File: config.mk
export PLATFORM = sky130hd
export DESIGN_NAME = branch_resolve_top
export DESIGN_NICKNAME = d
export VERILOG_FILES = /design/src/rtl/branch_pkg.sv /design/src/rtl/branch_comparator.sv /design/src/rtl/branch_target.sv /design/src/rtl/branch_ctrl.sv /design/src/rtl/branch_stats.sv /design/src/rtl/branch_resolve_top.sv
export SDC_FILE = /design/constraint.sdc
export NUM_CORES = 1
export LEC_CHECK = 0
export ABC_AREA = 1
export BUFFER_PORTS_ARGS = -buffer_cell sky130_fd_sc_hd__buf_2
export CORE_MARGIN = 2
export CORE_UTILIZATION = 41
export CTS_CLUSTER_SIZE = 30
export DETAILED_ROUTE_END_ITERATION = 10
export PLACE_DENSITY = 0.76
export SLEW_MARGIN = 20
export SYNTH_ARGS = -nofsm -noshare
export SYNTH_HDL_FRONTEND = slang
export SYNTH_SLANG_ARGS = --single-unit
File: constraint.sdc
create_clock -name clk -period 4.2 [get_ports clk]
set_clock_uncertainty 0.05 [all_clocks]
set_input_delay 0.42 -clock clk [delete_from_list [all_inputs] [get_ports clk]]
set_output_delay 0.42 -clock clk [all_outputs]
set_load 0.05 [all_outputs]
File: src/rtl/branch_pkg.sv
// Branch resolution types
`default_nettype none

package branch_pkg;

    ///////////////////////////////
    // Widths and codes
    ///////////////////////////////

    // Data and address width
    localparam int XLEN = 32;

    // Instruction address misaligned, mcause 0
    localparam logic [3:0] EXC_INST_ADDR_MISALIGNED = 4'd0;

    // Control transfer flavour
    typedef enum logic [1:0] {
        KIND_BRANCH,
        KIND_JAL,
        KIND_JALR
    } branch_kind_e;

    ///////////////////////////////
    // Issue and result records
    ///////////////////////////////

    // Operation held stable while req is high
    typedef struct packed {
        logic [XLEN-1:0] pc;
        logic [XLEN-1:0] rs1;
        logic [XLEN-1:0] rs2;
        // Already sign extended by decode
        logic [XLEN-1:0] offset;
        logic [2:0]      fn3;
        branch_kind_e    kind;
        logic            is_call;
        logic            is_return;
    } branch_op_t;

    // Resolution, valid with res_valid
    typedef struct packed {
        logic [XLEN-1:0] pc;
        logic [XLEN-1:0] new_pc;
        logic            taken;
        logic            is_branch;
        logic            is_call;
        logic            is_return;
        logic            flush;
    } branch_result_t;

    // Exception record, valid with exc_valid
    typedef struct packed {
        logic [3:0]      code;
        logic [XLEN-1:0] tval;
    } branch_exc_t;

endpackage

`default_nettype wire

File: src/rtl/branch_comparator.sv
// Conditional branch comparator
`timescale 1ns/1ps
`default_nettype none

module branch_comparator (
    input  wire logic [branch_pkg::XLEN-1:0] rs1,
    input  wire logic [branch_pkg::XLEN-1:0] rs2,
    input  wire logic [2:0]                  fn3,
    output logic                             cond_true
);

    import branch_pkg::*;

    // One extra bit so a single signed compare covers both modes
    logic signed [XLEN:0] a_ext;
    logic signed [XLEN:0] b_ext;
    logic                 use_signed;
    logic                 less_than;
    logic                 equal;
    logic                 raw;

    // fn3[1] clear selects BLT/BGE, set selects BLTU/BGEU
    assign use_signed = ~fn3[1];

    // Sign or zero extend
    assign a_ext = {use_signed & rs1[XLEN-1], rs1};
    assign b_ext = {use_signed & rs2[XLEN-1], rs2};

    assign less_than = a_ext < b_ext;
    assign equal     = (rs1 == rs2);

    // fn3[2] picks the relation, fn3[0] negates it
    assign raw       = fn3[2] ? less_than : equal;
    assign cond_true = raw ^ fn3[0];

endmodule

`default_nettype wire

File: src/rtl/branch_target.sv
// Branch and jump target unit
`timescale 1ns/1ps
`default_nettype none

module branch_target (
    input  wire branch_pkg::branch_op_t      op,
    input  wire logic                        cond_true,
    output logic                             taken,
    output logic [branch_pkg::XLEN-1:0]      new_pc,
    output logic                             misaligned
);

    import branch_pkg::*;

    logic            is_jalr;
    logic            is_cond;
    logic [XLEN-1:0] jump_base;
    logic [XLEN-1:0] addend;
    logic [XLEN-1:0] sum;

    assign is_jalr = (op.kind == KIND_JALR);
    assign is_cond = (op.kind == KIND_BRANCH);

    ///////////////////////////////
    // Direction
    ///////////////////////////////

    // Unconditional jumps always redirect
    assign taken = is_cond ? cond_true : 1'b1;

    ///////////////////////////////
    // Address
    ///////////////////////////////

    // JALR is register relative, everything else pc relative
    assign jump_base = is_jalr ? op.rs1 : op.pc;

    // Fall through is pc+4, no compressed support
    assign addend = taken ? op.offset : XLEN'(4);
    assign sum    = jump_base + addend;

    // JALR drops the low bit of the sum
    assign new_pc = {sum[XLEN-1:1], sum[0] & ~is_jalr};

    // Only a taken transfer can fault
    assign misaligned = taken & new_pc[1];

endmodule

`default_nettype wire

File: src/rtl/branch_ctrl.sv
// Branch resolution controller
`timescale 1ns/1ps
`default_nettype none

module branch_ctrl (
    input  wire logic                        clk,
    input  wire logic                        rst_n,
    // Issue handshake
    input  wire logic                        req,
    input  wire branch_pkg::branch_op_t      op,
    output logic                             ack,
    // From comparator and target unit
    input  wire logic                        taken,
    input  wire logic [branch_pkg::XLEN-1:0] new_pc,
    input  wire logic                        misaligned,
    // Following instruction
    input  wire logic                        next_valid,
    input  wire logic [branch_pkg::XLEN-1:0] next_pc,
    // Resolution and exception
    output logic                             res_valid,
    output branch_pkg::branch_result_t       res,
    output logic                             exc_valid,
    output branch_pkg::branch_exc_t          exc
);

    import branch_pkg::*;

    typedef enum logic [1:0] {
        IDLE,
        ACK,
        WAIT_NEXT
    } state_e;

    state_e state;

    // Execute stage registers
    logic [XLEN-1:0] pc_ex;
    logic [XLEN-1:0] new_pc_ex;
    logic            taken_ex;
    branch_kind_e    kind_ex;
    logic            is_call_ex;
    logic            is_return_ex;
    logic            misaligned_ex;
    logic            flush_q;

    logic            accept;
    logic            resolve;

    assign accept  = (state == IDLE) && req;
    assign resolve = (state == WAIT_NEXT) && next_valid;

    ///////////////////////////////
    // Handshake FSM
    ///////////////////////////////

    always_ff @(posedge clk) begin
        if (!rst_n) begin
            state     <= IDLE;
            ack       <= 1'b0;
            res_valid <= 1'b0;
            exc_valid <= 1'b0;
        end else begin
            // Pulses by default
            res_valid <= 1'b0;
            exc_valid <= 1'b0;
            case (state)
                IDLE: begin
                    if (req) begin
                        ack   <= 1'b1;
                        state <= ACK;
                    end
                end
                ACK: begin
                    // Issuer released req, close the handshake
                    if (!req) begin
                        ack <= 1'b0;
                        if (misaligned_ex) begin
                            // Fault replaces resolution
                            exc_valid <= 1'b1;
                            state     <= IDLE;
                        end else begin
                            state <= WAIT_NEXT;
                        end
                    end
                end
                WAIT_NEXT: begin
                    // Stall here until fetch reports the next address
                    if (next_valid) begin
                        res_valid <= 1'b1;
                        state     <= IDLE;
                    end
                end
                default: state <= IDLE;
            endcase
        end
    end

    ///////////////////////////////
    // Execute registers
    ///////////////////////////////

    always_ff @(posedge clk) begin
        if (accept) begin
            pc_ex         <= op.pc;
            new_pc_ex     <= new_pc;
            taken_ex      <= taken;
            kind_ex       <= op.kind;
            is_call_ex    <= op.is_call;
            is_return_ex  <= op.is_return;
            misaligned_ex <= misaligned;
        end
        // Bit 0 never matters for a fetch address
        if (resolve) begin
            flush_q <= (next_pc[XLEN-1:1] != new_pc_ex[XLEN-1:1]);
        end
    end

    ///////////////////////////////
    // Outputs
    ///////////////////////////////

    assign res = '{
        pc:        pc_ex,
        new_pc:    new_pc_ex,
        taken:     taken_ex,
        is_branch: (kind_ex == KIND_BRANCH),
        is_call:   is_call_ex,
        is_return: is_return_ex,
        flush:     flush_q
    };

    assign exc = '{code: EXC_INST_ADDR_MISALIGNED, tval: new_pc_ex};

endmodule

`default_nettype wire

File: src/rtl/branch_stats.sv
// Branch trace counters
`timescale 1ns/1ps
`default_nettype none

module branch_stats #(
    parameter int CNT_W = 8
) (
    input  wire logic                       clk,
    input  wire logic                       rst_n,
    input  wire logic                       res_valid,
    input  wire branch_pkg::branch_result_t res,
    output logic [CNT_W-1:0]                branch_ok,
    output logic [CNT_W-1:0]                branch_miss,
    output logic [CNT_W-1:0]                return_ok,
    output logic [CNT_W-1:0]                return_miss
);

    localparam logic [CNT_W-1:0] CNT_MAX = '1;

    // 0 branch ok, 1 branch miss, 2 return ok, 3 return miss
    logic [CNT_W-1:0] cnt [4];
    logic [3:0]       hit;

    ///////////////////////////////
    // Event decode
    ///////////////////////////////

    // Exactly one class per resolution
    always_comb begin
        hit = '0;
        hit[{res.is_return, res.flush}] = res_valid;
    end

    ///////////////////////////////
    // Saturating counters
    ///////////////////////////////

    always_ff @(posedge clk) begin
        if (!rst_n) begin
            for (int i = 0; i < 4; i++) begin
                cnt[i] <= '0;
            end
        end else begin
            for (int i = 0; i < 4; i++) begin
                // Stick at all ones
                if (hit[i] && cnt[i] != CNT_MAX) begin
                    cnt[i] <= cnt[i] + 1'b1;
                end
            end
        end
    end

    assign branch_ok   = cnt[0];
    assign branch_miss = cnt[1];
    assign return_ok   = cnt[2];
    assign return_miss = cnt[3];

endmodule

`default_nettype wire

File: src/rtl/branch_resolve_top.sv
// Branch resolution subsystem
`timescale 1ns/1ps
`default_nettype none

module branch_resolve_top #(
    parameter int CNT_W = 8
) (
    input  wire logic                        clk,
    input  wire logic                        rst_n,
    // Issue side
    input  wire logic                        req,
    input  wire branch_pkg::branch_op_t      op,
    output logic                             ack,
    // Next fetch address
    input  wire logic                        next_valid,
    input  wire logic [branch_pkg::XLEN-1:0] next_pc,
    // Resolution
    output logic                             res_valid,
    output branch_pkg::branch_result_t       res,
    output logic                             exc_valid,
    output branch_pkg::branch_exc_t          exc,
    // Trace counters
    output logic [CNT_W-1:0]                 branch_ok,
    output logic [CNT_W-1:0]                 branch_miss,
    output logic [CNT_W-1:0]                 return_ok,
    output logic [CNT_W-1:0]                 return_miss
);

    import branch_pkg::*;

    logic            cond_true;
    logic            taken;
    logic [XLEN-1:0] new_pc;
    logic            misaligned;

    // Issue time evaluation, purely combinational
    branch_comparator u_comparator (
        .rs1       (op.rs1),
        .rs2       (op.rs2),
        .fn3       (op.fn3),
        .cond_true (cond_true)
    );

    branch_target u_target (
        .op         (op),
        .cond_true  (cond_true),
        .taken      (taken),
        .new_pc     (new_pc),
        .misaligned (misaligned)
    );

    // Handshake and execute stage
    branch_ctrl u_ctrl (
        .clk        (clk),
        .rst_n      (rst_n),
        .req        (req),
        .op         (op),
        .ack        (ack),
        .taken      (taken),
        .new_pc     (new_pc),
        .misaligned (misaligned),
        .next_valid (next_valid),
        .next_pc    (next_pc),
        .res_valid  (res_valid),
        .res        (res),
        .exc_valid  (exc_valid),
        .exc        (exc)
    );

    // Outcome statistics
    branch_stats #(
        .CNT_W (CNT_W)
    ) u_stats (
        .clk         (clk),
        .rst_n       (rst_n),
        .res_valid   (res_valid),
        .res         (res),
        .branch_ok   (branch_ok),
        .branch_miss (branch_miss),
        .return_ok   (return_ok),
        .return_miss (return_miss)
    );

endmodule

`default_nettype wire

# [Word level (Yosys, flattened, before mapping)]
# Memories as Yosys holds them, arrays and structs flattened.
# Index checks and enable logic that the tools add are counted.
[totals] ram_bits=32 input_bits=171 mem_count=1 reg_bits=76
[op_classes] eq_ne=12 reduce_logical=15 bitwise=14 addsub=5 muxes=33 n_lt_le_gt_ge=3
[memory_table] memory="u_stats.cnt" depth=4 word_bits=8 read_ports=4 rd_ports_with_merged_regs=0 wr=4 line_no="branch_stats.sv:21" text="logic [CNT_W-1:0] cnt [4];"
[op_table] op="2-to-1 mux 32 bit" n=2
[op_table] op="less-than comparator 33 bit" n=1
[op_table] op="adder 32 bit" n=1
[op_table] op="adder 8 x 1 -> 8 bit (second input constant)" n=4
[op_table] op="== test 32 bit" n=1
[op_table] op="2-to-1 mux 8 bit" n=4
[op_table] op="!= test 8 bit (second input constant)" n=4
[op_table] op="!= test 31 bit" n=1
[op_table] op="2-to-1 mux 1 bit" n=20
[op_table] op="2-to-1 mux 2 bit" n=4
[op_table] op="logical AND 1 bit" n=7
[op_table] op="logical NOT 2 bit" n=3
[op_table] op="!= test 2 bit (second input constant)" n=3
[op_table] op="one-hot mux 2 bit (3 select lines)" n=1
[op_table] op="AND reduction 3 bit" n=2
[op_table] op="AND 1 bit" n=4
[op_table] op="AND 4 bit" n=1
[op_table] op="== test 2 bit (second input constant)" n=2
[op_table] op="NOT 1 bit" n=4
[op_table] op="OR 1 bit" n=4
[op_table] op="less-than comparator 2 x 3 -> 1 bit (second input constant)" n=1
[op_table] op="OR reduction 3 bit" n=1
[op_table] op="demux 1 bit (select 2 bit)" n=1
[op_table] op="== test 2 x 1 -> 1 bit (second input constant)" n=1
[op_table] op="5 further kinds" n=5

# [Logic depth before layout (Yosys ltp)]
# Gate-level depths: netlist (run 1).
[logic_depth] word_depth=10 depth_mapped=34

# [Hierarchy]
# A second synthesis (run 1) with hierarchy kept.
[hier_totals] hier_cells=1286 hier_area_um2=8908.5
[by_module_without_submodules] module="branch_ctrl" instances=1 cells_each=228 area_each_um2=3081.7
[by_module_without_submodules] module="branch_target" instances=1 cells_each=671 area_each_um2=2992.9
[by_module_without_submodules] module="branch_stats" instances=1 cells_each=211 area_each_um2=1808.0
[by_module_without_submodules] module="branch_comparator" instances=1 cells_each=176 area_each_um2=1026.0

# [Worst setup path after synthesis (run 1)]
# OpenSTA, ideal clock, no wires.
[synth_path] kind="input port to flip-flop" start="in op[63] (netlist name)" end="reg u_ctrl.new_pc_ex[26] (data pin)" required_time_ps=3885 stages=30 arrival_ps=3427 setup_slack_ps=458 cell_sequence="inv_1 > ha_1 > nand2_1 > inv_1 > nand2_1 > inv_1 > nand2_1 > nand2_1 > nand2_1 > nand2_1 > nor2_2 > nand2_2 > nand2_1 > nand3_1 > nand3_2 > nand3_4 > buf_6 > nand2_1 > inv_1 > ha_1 > a21o_2 > nand2_1 > nand2_1 > nand2_1 > o211ai_2 > a21oi_1 > inv_1 > a21oi_1 > o21ai_0 > xor2_1"
[synth_via] elab_chain_cells=6
[synth_lines] element="start: declaration" line_no="branch_resolve_top.sv:12" text="input wire branch_pkg::branch_op_t op,"
[synth_lines] element="less-than comparator 33 bit or == test 32 bit (tied branches)" line_no="branch_comparator.sv:29, branch_comparator.sv:30"
[synth_lines] element="2-to-1 mux 1 bit *" line_no="branch_comparator.sv:33" text="assign raw = fn3[2] ? less_than : equal;"
[synth_lines] element="XOR 1 bit *" line_no="branch_comparator.sv:34" text="assign cond_true = raw ^ fn3[0];"
[synth_lines] element="2-to-1 mux 1 bit *" line_no="branch_target.sv:29" text="assign taken = is_cond ? cond_true : 1'b1;"
[synth_lines] element="2-to-1 mux 32 bit *" line_no="branch_target.sv:39" text="assign addend = taken ? op.offset : XLEN'(4);"
[synth_lines] element="adder 32 bit *" line_no="branch_target.sv:40" text="assign sum = jump_base + addend;"
[synth_lines] element="named net new_pc[26]" line_no="branch_resolve_top.sv:33" text="logic [XLEN-1:0] new_pc;"
[synth_lines] element="end signal: assignment" line_no="branch_ctrl.sv:105" text="new_pc_ex <= new_pc;"
[synth_lines] element="end: declaration" line_no="branch_ctrl.sv:38" text="logic [XLEN-1:0] new_pc_ex;"
# Mark *: on every way through the listed nets, which the timed path passes. The rest lies on a longest branch.
# A chain may end at the register's enable or synchronous reset.

# [Final worst setup path (run 1)]
[layout_path] start="in op[101] (netlist name)" end="reg u_ctrl.new_pc_ex[30] (data pin)"
[layout_via] elab_chain_cells=6
[layout_lines] element="less-than comparator 33 bit or == test 32 bit (tied branches)" line_no="branch_comparator.sv:29, branch_comparator.sv:30"
[layout_lines] element="2-to-1 mux 1 bit" line_no="branch_comparator.sv:33"
[layout_lines] element="XOR 1 bit" line_no="branch_comparator.sv:34"
[layout_lines] element="2-to-1 mux 1 bit" line_no="branch_target.sv:29"
[layout_lines] element="2-to-1 mux 32 bit" line_no="branch_target.sv:39"
[layout_lines] element="adder 32 bit *" line_no="branch_target.sv:40"
[layout_lines] element="named net new_pc[30]" line_no="branch_resolve_top.sv:33"
# Marks and branches as above.

==> results.md, run 1 <==
- CTS max path bufs: 2
- Pin count of the biggest net entering global routing: 36
- Final WS setup: 0.2529 ns
- Setup TNS: 0 ns
- Synth warn: 0
- Synth area leaders: edfxtp_1 39%, nand2_1 11%, ha_1 10%
- Drc violations: 0
- Peak VDD IR: between 150 and 200 uV
- Final Critical Period: 3.947 ns
- Die area: 20710 um2
- Port Buffers: 305
- Global-route wire length before repair: 33300 um
- Avg Cell Area, Syn: about 8 um2
- Number of max-cap violations: 0
- Hold_sp: op[120]
- GRT Util Overall: around a fifth
- Asr flop ratio synth: 0%
- Vias: around 7400
- CP cell instances: buf_2 > ha_1 > nand2_1 > inv_1 > nand3_1 > nor4_1 > nand4_1 > nand3_2 > nand3_4 > nand2_1 > inv_1 > ha_1 > nand2_1 > inv_1 > nand4_1 > o211ai_2 > a21oi_1 > o21ai_0 > a31oi_1 > xor2_1
- Post-synth top cells: 245 x nand2_1, 144 x inv_1, 103 x edfxtp_1
- Crit path max-delay cell type: nor4_1
- Io pins: 311
- Initial antenna violation count: 1
- CTS Buf Count: 9
- Period utilization: between 90% and 100%
- Crit path buf inv count: 4
- Status: complete, no violations
- Synth Instances: approximately 980
- Final Max Tran Viols: 0
- Setup Slack @ Placement: -0.02763 ns
- Mapped Area: roughly 8000 um2
- Cell Area, Placed: 9756 um2
- Initial core utilization: between 40% and 50%
- Global route total overflow: 0
- Hold Fails Final Rpt: 0
- Register bit total from synthesis: about 110
- Core footprint: approximately 19000 um2
- DRT iter0 DRCs: between 200 and 250
- Root buffer cell: clkbuf_16
- DR vias/cell: 4.765
- Synth area leader: edfxtp_1
- Pwr dens: between 300 and 400 nW/um2
- Area growth, synth to finish: 24.98%
- Clock transition at path regs: around 0.080 ns
- Crit path kind: input pin to register
- CTS tree: yes
- Post-synth top area share: 38.55%
- Setup bufs post-CTS: 0
- CTS resizes: 0
- Final wirelength: between 20000 and 25000 um
- CP delay by family, top: simple AND/OR/NAND/NOR gates
- Die X-Extent: 143.9 um
- Data arrival, critical path: 4.00 ns
- Sequential fraction of the synthesis area: about two fifths
- Final setup viols: 0
- RSZ-0062 raised after global routing: true
- Post-Layout Inst Area: 10030 um2
- CTS Hold Buffers Added: 0
- Crit-path max FO: 12
- Row count: 51
- Startpoint types: input pin
- Final net count: roughly 1500
- Count leader, synth: nand2_1
- CP max stage delay: ~0.45 ns
- DIE HEIGHT: approximately 140 um
- Leakage: 5.162 nW
- Gp weighted congestion: approximately 0.95
- Layout cells sized above 1: about 30%
- Antenna viol nets, final: 0
- Post-synth top flop: edfxtp_1
- Critical Path Start: op[101]
- Critical Path End Type: register
- Routed WL per cell: 14.49 um
- Fmax: 0.2533 GHz
- Skew-Pair Late Insertion Delay: roughly 0.35 ns
- CTS H-tree depth: 3
- Worst Hold Class: input pin to register
- Required @ worst endpoint: ~4.3 ns
- RR Startpoint: u_stats.cnt[0][8]$_SDFFCE_PN0P_
- Clock sinks: about 110
- Power Total: roughly 3.6 mW
- Router iterations before antenna repair: 5
- Count of cell types in the netlist: 44
- Number of global-route vias before repair: just under 7000
- EDFF count, synth: slightly above 100
- Slew Limit Headroom: approximately 56%
- Worst-Margin Slew: between 0.6 and 0.7 ns
- Antenna diodes: 0
- Dpl hpwl: roughly 19000 um
[power breakdown]
part	internal [mW]	leakage [nW]	switching (mW)
combinational	0.425	3.98	0.961
clock	0.406	0.133	0.410
sequential	1.30	1.05	0.0729
total	2.13	5.16	1.44
[logic make-up after synthesis]
kind of cell | share of synthesized area (%)
other | 0.04674
adder cells (fa/ha/maj) | 10.70
buffers and inverters | 11.41
flip-flops | 39.79
AND/OR/NAND/NOR | 23.22
AO/OA/AOI/OAI | 8.280
XOR/XNOR | 6.549
[registers in the layout, indices dropped and copies added, names as in the netlist]
register,count
u_ctrl.is_call_ex,1
u_ctrl.exc_valid,1
u_ctrl.new_pc_ex,32
u_ctrl.taken_ex,1
u_ctrl.res_valid,1
u_stats.cnt,32
u_ctrl.kind_ex,2
u_ctrl.state,2
u_ctrl.misaligned_ex,1
u_ctrl.is_return_ex,1
u_ctrl.ack,1
u_ctrl.pc_ex,32
u_ctrl.flush_q,1
[routing by layer]
layer / global-route usage [%] / vias to the layer above / part of all wire [%]
li1: - / 3773 / -
met1: 25.37 / 3271 / 42
met4: 8.359 / 2 / 2.8
met2: 35.91 / 274 / 47
met3: 5.232 / 42 / 7.8
met5: 0 / - / 0.058
[path summary, 6_finish.rpt]
check / slack [ns] / endpoint / cells after the start
setup reg to reg: 2.20 / u_stats.cnt[0][13]$_SDFFCE_PN0P_ / 9
hold reg to reg: 0.40 / u_ctrl.res_valid$_SDFF_PN0_ / 1
hold / removal: 0.19 / u_ctrl.pc_ex[17]$_DFFE_PP_ / 1
setup / recovery: 0.25 / u_ctrl.new_pc_ex[30]$_DFFE_PP_ / 20
[final cells by class]
class,count,area (um2)
clock buffers,9,225.2
clock inverters,6,47.55
fillers,1888,9306
inverters,149,560.5
multi-input cells,676,3929
flip-flops and latches,108,3193
well taps,265,331.6
repair buffers,332,1742
[placed cells by master (no fill, tap or decap), types with 5 or more instances in the layout]
cell,netlist,layout
dfxtp_1,5,5
o21ai_0,27,26
or2_2,8,8
nand4_1,11,11
ha_1,67,67
nor4_1,9,9
nor2_1,76,75
a21o_1,5,5
edfxtp_1,103,103
nor3b_1,14,14
nor2_2,4,5
nand2_2,5,5
nand3_1,31,31
nor3_1,20,20
o21a_1,7,7
buf_2,0,305
xor2_1,28,28
a21oi_1,58,58
buf_4,40,26
clkbuf_16,0,9
nand2_1,245,245
inv_1,144,143
xnor2_1,32,32
[through the flow]
| stage | util, % | hold WS (ns) | std cells |
|---|---|---|---|
| final | 51.87 | 0.1908 | 1545 |
| after global routing | 51.87 | 0.1785 | 1545 |
| after CTS | 51.87 | 0.1768 | 1545 |
| after detailed placement | 50.46 | 0.3907 | 1530 |
| after global placement | 50.46 | 0.3849 | 1530 |
| after floorplan | - | 0.3726 | 982 |
Power figures use the tool's default switching activity.
==> inputs of run 2 (changes only) <==
--- a/config.mk
+++ b/config.mk
@@ -5,7 +5,7 @@
 export SDC_FILE = /design/constraint.sdc
 export NUM_CORES = 1
 export LEC_CHECK = 0
-export ABC_AREA = 1
+export ABC_AREA = 0
 export BUFFER_PORTS_ARGS = -buffer_cell sky130_fd_sc_hd__buf_2
 export CORE_MARGIN = 2
 export CORE_UTILIZATION = 41
==> results.md, run 2 <==
- Gp weighted congestion: 0.8831 (was 0.9467)
- Avg Cell Area, Syn: 10.71 um2 (was 8.196 um2)
- Crit path kind: input pin to register (unchanged)
- Count of cell types in the netlist: 69 (was 44)
- Most frequent cells in the layout: 301 x buf_2, 110 x buf_4, 103 x edfxtp_1 (was 305 x buf_2, 245 x nand2_1, 143 x inv_1)
- GRT met3 Usage: 4.542% (was 5.232%)
- Synth warn: 0 (unchanged)
- Period utilization: 99.91% (was 93.98%)
- Die area: 20140 um2 (was 20710 um2)
- DRT iter0 DRCs: 316 (was 243)
- Core footprint: 18710 um2 (was 19330 um2)
- Worst-Margin Slew: 0.5068 ns (was 0.6541 ns)
- GRT Util Overall: 21.86% (was 21.01%)
- DR vias/cell: 5.076 (was 4.765)
- Number of global-route vias before repair: 6493 (was 6757)
- Crit-path max FO: 6 (was 12)
- Asr flop ratio synth: 0% (unchanged)
- Row count: 50 (was 51)
- Routed WL per cell: 17.26 um (was 14.49 um)
- Count leader, synth: edfxtp_1 (was nand2_1)
- Antenna viol nets, final: 0 (unchanged)
- Commonest non-fill, non-tap cell in the layout: buf_2 (unchanged)
- Router iterations before antenna repair: 5 (unchanged)
- Die X-Extent: 141.9 um (was 143.9 um)
- CTS tree: yes (unchanged)
- Critical Path End Type: register (unchanged)
- Sequential fraction of the synthesis area: 40.94% (was 39.79%)
- Final wirelength: 23190 um (was 22390 um)
- Post-synth top cells: 103 x edfxtp_1, 67 x ha_1, 52 x nor2_1 (was 245 x nand2_1, 144 x inv_1, 103 x edfxtp_1)
- EDFF count, synth: 103 (unchanged)
- Clock transition at path regs: 0.08 ns (about the same)
- Pin count of the biggest net entering global routing: 38 (was 36)
- Post-synth top area share: 39.65% (was 38.55%)
- Port Buffers: 305 (unchanged)
- Antenna diodes: 0 (unchanged)
- DIE HEIGHT: 141.9 um (was 143.9 um)
- Layout cells sized above 1: 47.84% (was 29.84%)
- Hold Fails Final Rpt: 0 (unchanged)
- Biggest regs: u_ctrl.new_pc_ex (32), u_ctrl.pc_ex (32), u_stats.cnt (32) (unchanged)
- Final net count: 1344 (was 1515)
- Initial antenna violation count: 0 (was 1)
- Initial core utilization: 41.70% (was 41.50%)
- Global route total overflow: 0 (unchanged)
- Peak VDD IR: 222.6 uV (was 182.0 uV)
- Root buffer cell: clkbuf_16 (unchanged)
- Register bit total from synthesis: 108 (unchanged)
- Final Critical Period: 4.196 ns (was 3.947 ns)
- RSZ-0062 raised after global routing: true (unchanged)
- Startpoint types: input pin (unchanged)
- Clock sinks: 108 (unchanged)
- Synth Instances: 728 (was 979)
- Number of max-cap violations: 0 (unchanged)
- Final setup viols: 0 (unchanged)
- Final WS setup: 0.003935 ns (was 0.2529 ns)
- Worst Hold Class: input pin to register (unchanged)
- CTS H-tree depth: 3 (unchanged)
- Pwr dens: 360.8 nW/um2 (was 356.7 nW/um2)
- Setup TNS: 0 ns (unchanged)
- Post-synth top flop: edfxtp_1 (unchanged)
- Fmax: 0.2383 GHz (was 0.2533 GHz)
- Mapped Area: 7800 um2 (was 8024 um2)
- Skew-Pair Late Insertion Delay: 0.36 ns (was 0.35 ns)
- Synth area leaders: edfxtp_1 40%, ha_1 11%, xnor2_1 5.2% (was edfxtp_1 39%, nand2_1 11%, ha_1 10%)
- Status: complete, no violations (unchanged)
- Area growth, synth to finish: 37.15% (was 24.98%)
- Final Max Tran Viols: 0 (unchanged)
- Met1 usage: 25.99% (was 25.37%)
- Register-to-register setup slack: 2.14 ns (was 2.20 ns)
- Data arrival, critical path: 4.24 ns (was 4.00 ns)
- Io pins: 311 (unchanged)
- Leakage: 4.949 nW (was 5.162 nW)
- Fill cells: 1606 (was 1888)
- M2 GR Usage: 39.32% (was 35.91%)
- CTS max path bufs: 2 (unchanged)
- Vias: 6822 (was 7362)
- Global-route wire length before repair: 33650 um (was 33300 um)
- Setup Slack @ Placement: -0.4484 ns (was -0.02763 ns)
- Required @ worst endpoint: 4.24 ns (was 4.26 ns)
- Slew Limit Headroom: 66.21% (was 56.34%)
- CTS Buf Count: 9 (unchanged)
- Synth area leader: edfxtp_1 (unchanged)
- Dpl hpwl: 19070 um (was 19140 um)
- Drc violations: 0 (unchanged)
- GRT busiest layer: met2 (unchanged)
[run 2: cell types whose count changed in the layout (fill, tap and decap cells not counted), moves of 16 or more]
cell	change
buf_4	+84
inv_1	-108
and2_1	+32
a21o_1	+16
nor2_1	-23
mux2_2	+30
nand2_1	-216
o21ai_0	-16
a21oi_1	-27
[run 2: power by group]
part | switching (mW) | internal (mW)
Clock | 0.404 | 0.482
Combinational | 1.00 | 0.588
Sequential | 0.0812 | 1.30
[run 2: critical path, cell delays in order]
cell and delay, ns:
buf_2 0.13, ha_4 0.28, and4_4 0.20, nand2_1 0.11
nor3_2 0.32, a31oi_4 0.14, or2_1 0.28, o31ai_4 0.08
nor2_4 0.10, buf_6 0.12, and2_4 0.13, ha_4 0.16
fa_2 0.39, a21oi_2 0.16, nand4b_4 0.17, a31oi_4 0.12
a21boi_2 0.18, o21ai_2 0.09, and3_4 0.19, a31oi_4 0.20
o21ai_2 0.08, xor2_1 0.17
[run 2: logic make-up after synthesis]
kind of cell    synth area share [%]
compound gates                 11.76
xor+xnor                       9.657
fa+ha+maj                      11.00
buf+inv                        6.721
flops                          40.94
mux                            4.459
other cells                  0.04808
simple gates                   15.42
[run 2: path summary, 6_finish.rpt]
| check | endpoint | depth (start not counted) | from |
|---|---|---|---|
| min reg2reg | u_ctrl.exc_valid$_SDFF_PP0_ | 2 | u_ctrl.state[0]$_SDFFE_PN0P_ |
| min | u_ctrl.pc_ex[11]$_DFFE_PP_ | 1 | op[114] |
| max | u_ctrl.new_pc_ex[28]$_DFFE_PP_ | 22 | op[78] |
| max reg2reg | u_stats.cnt[0][6]$_SDFFCE_PN0P_ | 4 | u_stats.cnt[0][2]$_SDFFCE_PN0P_ |
[run 2: timing repair]
| item | CTS | global route |
|---|---|---|
| gates resized for setup | 0 | 41 |
| pin swaps | 1 | 48 |
| setup endpoints to repair | 5 | 15 |
| buffers inserted | 4 | 9 |
| cloned | 0 | 0 |
| hold endpoints to repair | 0 | 0 |
| hold buffers | 0 | 0 |
[run 2: through the flow]
step           utilization (%)  std cells  total power, mW  instance area (um2)  hold WS, ns
5_1_grt                  57.19       1344            4.034                10700       0.1775
6_report                 57.19       1344            3.859                10700       0.1898
3_5_place_dp             53.84       1315            2.941                10070       0.5018
2_1_floorplan                -        731            2.477                 7891       0.4364
4_1_cts                  55.61       1335            3.833                10400       0.1744
3_3_place_gp             53.84       1315            2.923                10070       0.4823
[run 2: layout make-up]
cell class              count  area [um2]  area share (%)
inverters                  40       152.6           1.427
clock buffers              11       242.7           2.269
repair buffers            415        2377           22.22
well taps                 234       292.8           2.737
flip-flops and latches    108        3193           29.85
clock inverters             5       60.06          0.5614
multi-input cells         531        4379           40.94
[run 2: per-layer routing]
metal  wire, um  vias up
li1           -     3346
met4        510        0
met1       9326     3196
met3       1519       27
met2      11840      253
met5          0        -
